## config.mk

```make
export PLATFORM = sky130hd
export DESIGN_NAME = time_dmr_top
export DESIGN_NICKNAME = d
export VERILOG_FILES = /design/src/hw/time_dmr_pkg.sv /design/src/hw/mac_pipeline.sv /design/src/hw/time_dmr_end.sv /design/src/hw/time_dmr_start.sv /design/src/hw/time_dmr_top.sv
export VERILOG_INCLUDE_DIRS = /design/src /design/src/hw
export SDC_FILE = /design/constraint.sdc
export NUM_CORES = 1
export LEC_CHECK = 0
export BUFFER_PORTS_ARGS = -buffer_cell sky130_fd_sc_hd__buf_2
export CAP_MARGIN = 20
export CELL_PAD_IN_SITES_DETAIL_PLACEMENT = 0
export CELL_PAD_IN_SITES_GLOBAL_PLACEMENT = 1
export CORE_MARGIN = 4
export CORE_UTILIZATION = 40
export CTS_CLUSTER_DIAMETER = 30
export DETAILED_ROUTE_END_ITERATION = 6
export GPL_TIMING_DRIVEN = 0
export PLACE_DENSITY_LB_ADDON = 0.1
export SLEW_MARGIN = 25
export SYNTH_ARGS = -nofsm -noshare
export SYNTH_HDL_FRONTEND = slang
export SYNTH_SLANG_ARGS = --single-unit
```

## constraint.sdc

```tcl
create_clock -name clk_i -period 9.2 [get_ports clk_i]
set_clock_uncertainty 0.2 [all_clocks]
set_input_delay 0.46 -clock clk_i [delete_from_list [all_inputs] [get_ports clk_i]]
set_output_delay 0.46 -clock clk_i [all_outputs]
set_load 0.01 [all_outputs]
```

## src/hw/tmr_voters.svh

```systemverilog
`ifndef TMR_VOTERS_SVH
`define TMR_VOTERS_SVH

// Bitwise two-out-of-three majority
`define TMR_MAJ(a, b, c) (((a) & (b)) | ((a) & (c)) | ((b) & (c)))

// Three copies in an unpacked array, one voted value out
`define VOTE3TO1(in) `TMR_MAJ((in[0]), (in[1]), (in[2]))

// Voted value handed back to all three copies
`define VOTE3TO3(in) '{3{`VOTE3TO1(in)}}

// Enums are voted by comparison, a bitwise mix of two codes
// need not be a legal state
`define VOTE3TO3ENUM(in) '{3{(((in[0]) == (in[1])) ? (in[0]) : (in[2]))}}

`endif
```

## src/hw/time_dmr_pkg.sv

```systemverilog
`default_nettype none

package time_dmr_pkg;

    // Two counter bits plus one parity bit
    localparam int ID_SIZE = 3;

    // Arithmetic is kept modulo 2^16
    localparam int RESULT_W = 16;

    typedef struct packed {
        logic [7:0]          op_a;
        logic [7:0]          op_b;
        logic [RESULT_W-1:0] op_c;
    } mac_req_t;

    typedef struct packed {
        logic [RESULT_W-1:0] result;
        logic                fault;
    } mac_rsp_t;

    // Item between the multiply and add stages of the pipeline
    typedef struct packed {
        logic [RESULT_W-1:0] product;
        logic [RESULT_W-1:0] addend;
    } mac_stage_t;

endpackage

`default_nettype wire

```

## src/hw/mac_pipeline.sv

```systemverilog
`timescale 1ns/1ns
`default_nettype none

module mac_pipeline
    import time_dmr_pkg::*;
#(
    parameter int IdSize      = ID_SIZE,
    parameter int ResultWidth = RESULT_W
) (
    input  wire                    clk_i,
    input  wire                    arst_n_i,
    input  wire                    valid_i,
    output logic                   ready_o,
    input  wire mac_req_t          req_i,
    input  wire [IdSize-1:0]       id_i,
    output logic                   valid_o,
    input  wire                    ready_i,
    output logic [ResultWidth-1:0] result_o,
    output logic [IdSize-1:0]      id_o
);

    logic                   v1_q, v2_q, v3_q;
    logic                   en1, en2, en3;
    mac_req_t               s1_q;
    mac_stage_t             s2_q;
    logic [ResultWidth-1:0] s3_q;
    logic [IdSize-1:0]      id1_q, id2_q, id3_q;

    // A stage loads when empty or when the next one moves
    assign en3 = !v3_q || ready_i;
    assign en2 = !v2_q || en3;
    assign en1 = !v1_q || en2;

    always_ff @(posedge clk_i or negedge arst_n_i) begin
        if (!arst_n_i) begin
            v1_q <= 1'b0;
            v2_q <= 1'b0;
            v3_q <= 1'b0;
        end else begin
            if (en1) v1_q <= valid_i;
            if (en2) v2_q <= v1_q;
            if (en3) v3_q <= v2_q;
        end
    end

    // Data and id move together
    always_ff @(posedge clk_i) begin
        if (en1) begin
            s1_q  <= req_i;
            id1_q <= id_i;
        end
        if (en2) begin
            s2_q.product <= s1_q.op_a * s1_q.op_b;
            s2_q.addend  <= s1_q.op_c;
            id2_q        <= id1_q;
        end
        if (en3) begin
            s3_q  <= s2_q.product + s2_q.addend;
            id3_q <= id2_q;
        end
    end

    assign ready_o  = en1;
    assign valid_o  = v3_q;
    assign result_o = s3_q;
    assign id_o     = id3_q;

endmodule

`default_nettype wire

```

## src/hw/time_dmr_end.sv

```systemverilog
`timescale 1ns/1ns
`default_nettype none

module time_dmr_end
    import time_dmr_pkg::*;
#(
    parameter int IdSize      = ID_SIZE,
    parameter int ResultWidth = RESULT_W
) (
    input  wire                   clk_i,
    input  wire                   arst_n_i,
    input  wire                   enable_i,

    // From the pipeline
    input  wire                   valid_i,
    output logic                  ready_o,
    input  wire [ResultWidth-1:0] result_i,
    input  wire [IdSize-1:0]      id_i,

    // Response towards the outside
    output logic                  valid_o,
    input  wire                   ready_i,
    output mac_rsp_t              rsp_o
);

    logic                   first_q;
    logic [ResultWidth-1:0] first_result_q;
    logic [IdSize-1:0]      first_id_q;
    logic                   out_valid_q;
    mac_rsp_t               rsp_d;
    mac_rsp_t               rsp_q;
    logic                   out_free;
    logic                   in_fire;
    logic                   capture_first;
    logic                   emit;
    logic                   pair_fault;

    // Output register is free when empty or draining this cycle
    assign out_free = !out_valid_q || ready_i;

    // The first copy only goes into the store, which is empty then
    assign ready_o       = (enable_i && !first_q) ? 1'b1 : out_free;
    assign in_fire       = valid_i && ready_o;
    assign capture_first = in_fire && enable_i && !first_q;
    assign emit          = in_fire && !capture_first;

    always_comb begin
        // Copies disagree, ids do not pair, or the stored id was upset
        pair_fault = (first_result_q != result_i) ||
                     (first_id_q != id_i) ||
                     (^first_id_q);

        rsp_d.result = result_i;
        rsp_d.fault  = ^id_i;
        if (enable_i) begin
            rsp_d.fault = rsp_d.fault || pair_fault;
        end
    end

    always_ff @(posedge clk_i or negedge arst_n_i) begin
        if (!arst_n_i) begin
            first_q     <= 1'b0;
            out_valid_q <= 1'b0;
        end else begin
            if (capture_first) begin
                first_q <= 1'b1;
            end else if (emit) begin
                first_q <= 1'b0;
            end

            // Response is held until taken
            if (emit) begin
                out_valid_q <= 1'b1;
            end else if (ready_i) begin
                out_valid_q <= 1'b0;
            end
        end
    end

    always_ff @(posedge clk_i) begin
        if (capture_first) begin
            first_result_q <= result_i;
            first_id_q     <= id_i;
        end
        if (emit) begin
            rsp_q <= rsp_d;
        end
    end

    assign valid_o = out_valid_q;
    assign rsp_o   = rsp_q;

endmodule

`default_nettype wire

```

## src/hw/time_dmr_start.sv

```systemverilog
`timescale 1ns/1ns
`default_nettype none

`include "tmr_voters.svh"

module time_dmr_start
    import time_dmr_pkg::*;
#(
    parameter int IdSize = ID_SIZE
) (
    input  wire               clk_i,
    input  wire               arst_n_i,
    input  wire               enable_i,

    // Upstream side
    input  wire               valid_i,
    output logic              ready_o,
    input  wire mac_req_t     data_i,

    // Downstream side
    output logic              valid_o,
    input  wire               ready_i,
    output mac_req_t          data_o,
    output logic [IdSize-1:0] id_o
);

    typedef enum logic [1:0] {
        STORE_AND_SEND,
        SEND,
        REPLICATE
    } state_t;

    state_t            state_v [3];
    state_t            state_d [3];
    state_t            state_q [3];
    mac_req_t          data_d  [3];
    mac_req_t          data_q  [3];
    logic [IdSize-1:0] id_v    [3];
    logic [IdSize-1:0] id_d    [3];
    logic [IdSize-1:0] id_q    [3];
    logic [IdSize-1:0] id_next [3];
    logic [IdSize-2:0] id_cnt  [3];
    logic              valid_r [3];
    logic              ready_r [3];

    for (genvar r = 0; r < 3; r++) begin : g_replica
        always_comb begin
            state_v[r] = state_q[r];
            data_d[r]  = data_q[r];
            id_v[r]    = id_q[r];

            // Counter bits step, top bit keeps the parity even
            id_cnt[r]  = id_q[r][IdSize-2:0] + 1'b1;
            id_next[r] = {^id_cnt[r], id_cnt[r]};

            valid_r[r] = 1'b1;
            ready_r[r] = 1'b0;

            case (state_q[r])
                STORE_AND_SEND: begin
                    valid_r[r] = valid_i;
                    ready_r[r] = 1'b1;
                    if (valid_i) begin
                        data_d[r] = data_i;
                        id_v[r]   = id_next[r];
                        if (!ready_i) begin
                            state_v[r] = SEND;
                        end else if (enable_i) begin
                            state_v[r] = REPLICATE;
                        end
                    end
                end
                SEND: begin
                    // First copy still waiting downstream
                    if (ready_i) begin
                        state_v[r] = enable_i ? REPLICATE : STORE_AND_SEND;
                    end
                end
                REPLICATE: begin
                    if (ready_i) begin
                        state_v[r] = STORE_AND_SEND;
                    end
                end
                default: begin
                    state_v[r] = STORE_AND_SEND;
                end
            endcase
        end

        always_ff @(posedge clk_i or negedge arst_n_i) begin
            if (!arst_n_i) begin
                state_q[r] <= STORE_AND_SEND;
                id_q[r]    <= '0;
            end else begin
                state_q[r] <= state_d[r];
                id_q[r]    <= id_d[r];
            end
        end

        always_ff @(posedge clk_i) begin
            data_q[r] <= data_d[r];
        end
    end

    // Next state and id are corrected before they are stored
    assign state_d = `VOTE3TO3ENUM(state_v);
    assign id_d    = `VOTE3TO3(id_v);

    // Single voted view towards the outside
    assign valid_o = `VOTE3TO1(valid_r);
    assign ready_o = `VOTE3TO1(ready_r);
    assign data_o  = `VOTE3TO1(data_d);
    assign id_o    = `VOTE3TO1(id_v);

endmodule

`default_nettype wire

```

## src/hw/time_dmr_top.sv

```systemverilog
`timescale 1ns/1ns
`default_nettype none

module time_dmr_top
    import time_dmr_pkg::*;
#(
    parameter int IdSize      = ID_SIZE,
    parameter int ResultWidth = RESULT_W
) (
    input  wire           clk_i,
    input  wire           arst_n_i,
    input  wire           enable_i,
    input  wire           in_valid_i,
    output logic          in_ready_o,
    input  wire mac_req_t in_req_i,
    output logic          out_valid_o,
    input  wire           out_ready_i,
    output mac_rsp_t      out_rsp_o
);

    // Start block to pipeline
    logic                   start_valid;
    logic                   start_ready;
    mac_req_t               start_req;
    logic [IdSize-1:0]      start_id;

    // Pipeline to end block
    logic                   pipe_valid;
    logic                   pipe_ready;
    logic [ResultWidth-1:0] pipe_result;
    logic [IdSize-1:0]      pipe_id;

    time_dmr_start #(
        .IdSize (IdSize)
    ) u_start (
        .clk_i    (clk_i),
        .arst_n_i (arst_n_i),
        .enable_i (enable_i),
        .valid_i  (in_valid_i),
        .ready_o  (in_ready_o),
        .data_i   (in_req_i),
        .valid_o  (start_valid),
        .ready_i  (start_ready),
        .data_o   (start_req),
        .id_o     (start_id)
    );

    mac_pipeline #(
        .IdSize      (IdSize),
        .ResultWidth (ResultWidth)
    ) u_pipeline (
        .clk_i    (clk_i),
        .arst_n_i (arst_n_i),
        .valid_i  (start_valid),
        .ready_o  (start_ready),
        .req_i    (start_req),
        .id_i     (start_id),
        .valid_o  (pipe_valid),
        .ready_i  (pipe_ready),
        .result_o (pipe_result),
        .id_o     (pipe_id)
    );

    time_dmr_end #(
        .IdSize      (IdSize),
        .ResultWidth (ResultWidth)
    ) u_end (
        .clk_i    (clk_i),
        .arst_n_i (arst_n_i),
        .enable_i (enable_i),
        .valid_i  (pipe_valid),
        .ready_o  (pipe_ready),
        .result_i (pipe_result),
        .id_i     (pipe_id),
        .valid_o  (out_valid_o),
        .ready_i  (out_ready_i),
        .rsp_o    (out_rsp_o)
    );

endmodule

`default_nettype wire

```

==> impl_metrics.py <==
metrics = {
    "die": {
        "num_rows": 59,
        "pin_count": 56,
        "initial_core_util": 0.407,
        "die_w_um": 171,
        "fp.coreArea_um2": 26100,
        "dieArea_um2": 29300,
        "die_h_um": 171,
    },
    "clocking": {
        "cts_hold_buf": 25,
        "cts_buffers": 48,
        "clock_latency_ns": 0.53,
        "tritoncts": "done",
        "post_cts.repair.setup_buffers": 0,
        "htree_num_levels": 2,
        "cts_num_sinks": 231,
        "path_clk_slew_ns": 0.05,
        "cts-root-buf": "clkbuf_16",
        "cts_buffer_depth": 3,
        "cts_resized": 0,
    },
    "timing": {
        "finalCritPeriodShare": 0.490,
        "final.setup.tns_ns": 0,
        "worst_pin_slew_ns": 0.833,
        "maxSlewViolCount": 0,
        "finalHoldViolCount": 0,
        "fmax_ghz": 0.222,
        "relSlewSlack": 0.442,
        "grt_setup_unrepaired": "no",
        "post-route-min-period_ns": 4.51,
        "setup_viol": 0,
    },
    "synth": {
        "synthXorXnorAreaFrac": 0.0403,
        "syn-num-nets": 1107,
        "ys_seq_area_frac": 0.557,
        "synth_common_cells": "249 x nand2_1, 125 x edfxtp_1, 96 x dfxtp_1",
        "synth_top_family_by_area": "simple AND/OR/NAND/NOR gates",
        "netlist_area_um2": 10600,
        "synth_seq_cells": 231,
        "synth_most_common_cell": "nand2_1",
        "yosys_warnings": 0,
        "synth_compound_area_frac": 0.0837,
        "yosys-top-cells-area": "edfxtp_1 35%, dfxtp_1 18%, nand2_1 8.8%",
        "synthDominantCellAreaShare": 0.353,
        "synthMuxAreaShare": 0.000941,
        "ys.flop_type": "edfxtp_1",
        "synthArstFlopShare": 0.0433,
        "syn_inst": 982,
        "synth_cell_type_count": 47,
        "synth-adder-area-share": 0.130,
        "synth_area_leader_cell": "edfxtp_1",
        "yosys.area_share.simple": 0.157,
        "synth_edf_count": 125,
        "avgSynthCellArea_um2": 10.8,
    },
    "worst_setup_path": {
        "path_class": "reg2reg",
        "worstPathRequired_ns": 9.25,
        "setup.worst_path.start_class": "flop",
        "max_stage_delay_ns": 0.53,
        "slowest_stage": "edfxtp_1",
        "crit_fanout": 8,
        "crit_top_cell": "fa_1",
        "end_kind": "flop",
        "path_cells": "and2_1 > fa_1 > fa_1 > fa_1 > inv_1 > fa_1 > inv_1 > ha_1 > a21oi_1 > o21ai_1 > o41ai_1 > o31ai_1 > xor2_1",
        "arrival_ns": 4.56,
    },
    "placed_design": {
        "portBuffers": 55,
        "hpwl_um": 15000,
        "gp_congestion": 0.781,
    },
    "min_path": {
        "hold_path.class": "in2reg",
    },
    "cells_and_area": {
        "register_area_um2": 5930,
        "nFillCells": 2392,
        "n_antenna_cell": 0,
        "multiInputGateArea_um2": 4400,
        "fin_util": 0.510,
        "drive_above_1_share": 0.131,
        "syn2layout_area_growth_pct": 25.3,
        "nets": 1240,
    },
    "routing": {
        "drc": 0,
        "vias": 7027,
        "post_drt_wl_per_cell_um": 14.3,
        "drt-total-wl_um": 21300,
        "drt_iter0_markers": 344,
        "firstDrtPassIters": 4,
        "viasPerCell": 4.72,
        "ant_nets": 0,
    },
    "global_route": {
        "grt_pass1_vias": 7161,
        "grtUsageTotal": 0.155,
        "grt_pass1_wl_um": 36700,
        "grt_max_degree": 37,
        "antenna_found_initial": 0,
        "grt_overflow_total": 0,
    },
    "power_and_ir_drop": {
        "power_density_nw_per_um2": 440,
        "vdd_ir_drop_max_uv": 177,
        "power.leakage_nw": 6.03,
    },
    "job": {
        "maxCapViolations": 0,
    },
    "run_status": {
        "status": "finished, final reports clean",
    },
}
## cells in the final DEF, fill, tap and decap left out, types with 34 or more instances in the layout
cell type    n
nand2_1    248
edfxtp_1   125
dfxtp_1     96
inv_1       69
buf_2       60
and2_1      57
a21oi_1     56
ha_1        51
clkbuf_16   48
nor2_1      47
fa_1        37
o31ai_1     34
## logic make-up (layout without fill, tap and decap cells)
logic type / after synthesis / in the layout
xor+xnor: 49 / 49
fa+ha+maj: 88 / 88
mux: 1 / 1
buf+inv: 86 / 257
compound gates: 140 / 140
flops: 231 / 231
simple gates: 387 / 387
## flip-flops by register name, summed over array words and instances (netlist names), 2 cells and up
register,count
u_start.data_q,96
u_pipeline.s1_q,32
u_pipeline.s2_q,32
u_end.rsp_o,17
u_end.first_result_q,16
u_pipeline.result_o,16
u_end.first_id_q,3
u_pipeline.id1_q,3
u_pipeline.id2_q,3
u_pipeline.id_o,3
u_start.id_q,3
u_start.state_q,2
## per-stage QoR
stage / hold slack, ns / instances / power (mW) / worst slack, ns / instance area, um^2
2_1_floorplan: -0.0356 / 982 / 3.53 / 5.05 / 10600
3_3_place_gp: 0.131 / 1372 / 4.14 / 4.62 / 11300
3_5_place_dp: 0.136 / 1375 / 4.15 / 4.65 / 11400
4_1_cts: 0.00107 / 1488 / 5.97 / 4.64 / 13300
5_1_grt: 0.0222 / 1488 / 6.40 / 4.46 / 13300
6_report: 0.0163 / 1488 / 5.87 / 4.69 / 13300
## report_power, final
group | internal [mW] | switching (mW) | total, mW
logic | 0.917 | 1.24 | 2.16
registers | 1.67 | 0.279 | 1.95
clock network | 1.21 | 0.550 | 1.76
total | 3.80 | 2.07 | 5.87
## per-layer routing
metal  GRT usage  vias to the layer above  wire (um)
li1            -                     3613          -
met1       0.226                     3258      10600
met2       0.235                      115       9330
met3      0.0319                       41        877
met4      0.0458                        0        443
met5           0                        -          0
## layout make-up
cell class / count / share of cell area
Inverter: 69 / 0.0194
Sequential cell: 231 / 0.445
Timing Repair Buffer: 83 / 0.0426
Multi-Input combinational cell: 665 / 0.330
Buffer: 17 / 0.00526
Tap cell: 335 / 0.0315
Clock inverter: 33 / 0.0322
Clock buffer: 55 / 0.0944
## worst paths after layout
| kind | startpoint | endpoint | slack (ns) | cells after the start |
|---|---|---|---|---|
| max | u_pipeline.s1_q[18]$_DFFE_PP_ | u_pipeline.s2_q[30]$_DFFE_PP_ | 4.69 | 13 |
| min | in_req_i[30] | u_start.data_q[0][30]$_DFF_P_ | 0.02 | 3 |
| max reg2reg | u_pipeline.s1_q[18]$_DFFE_PP_ | u_pipeline.s2_q[30]$_DFFE_PP_ | 4.69 | 13 |
| min reg2reg | u_pipeline.s1_q[5]$_DFFE_PP_ | u_pipeline.s2_q[5]$_DFFE_PP_ | 0.22 | 0 |
| max in group asynchronous | arst_n_i | u_start.state_q[4]$_DFFE_PN0P_ | 8.49 | 2 |
| min in group asynchronous | arst_n_i | u_start.id_q[6]$_DFF_PN0_ | 0.12 | 2 |
## worst max-delay path, delay by kind of cell, from the launching register on
family          cells  cell delay [ns]
buf+inv             2             0.09
compound gates      4             0.68
fa+ha+maj           5             2.38
simple gates        1             0.22
flops               1             0.53
xor+xnor            1             0.15
Power figures use the tool's default switching activity.
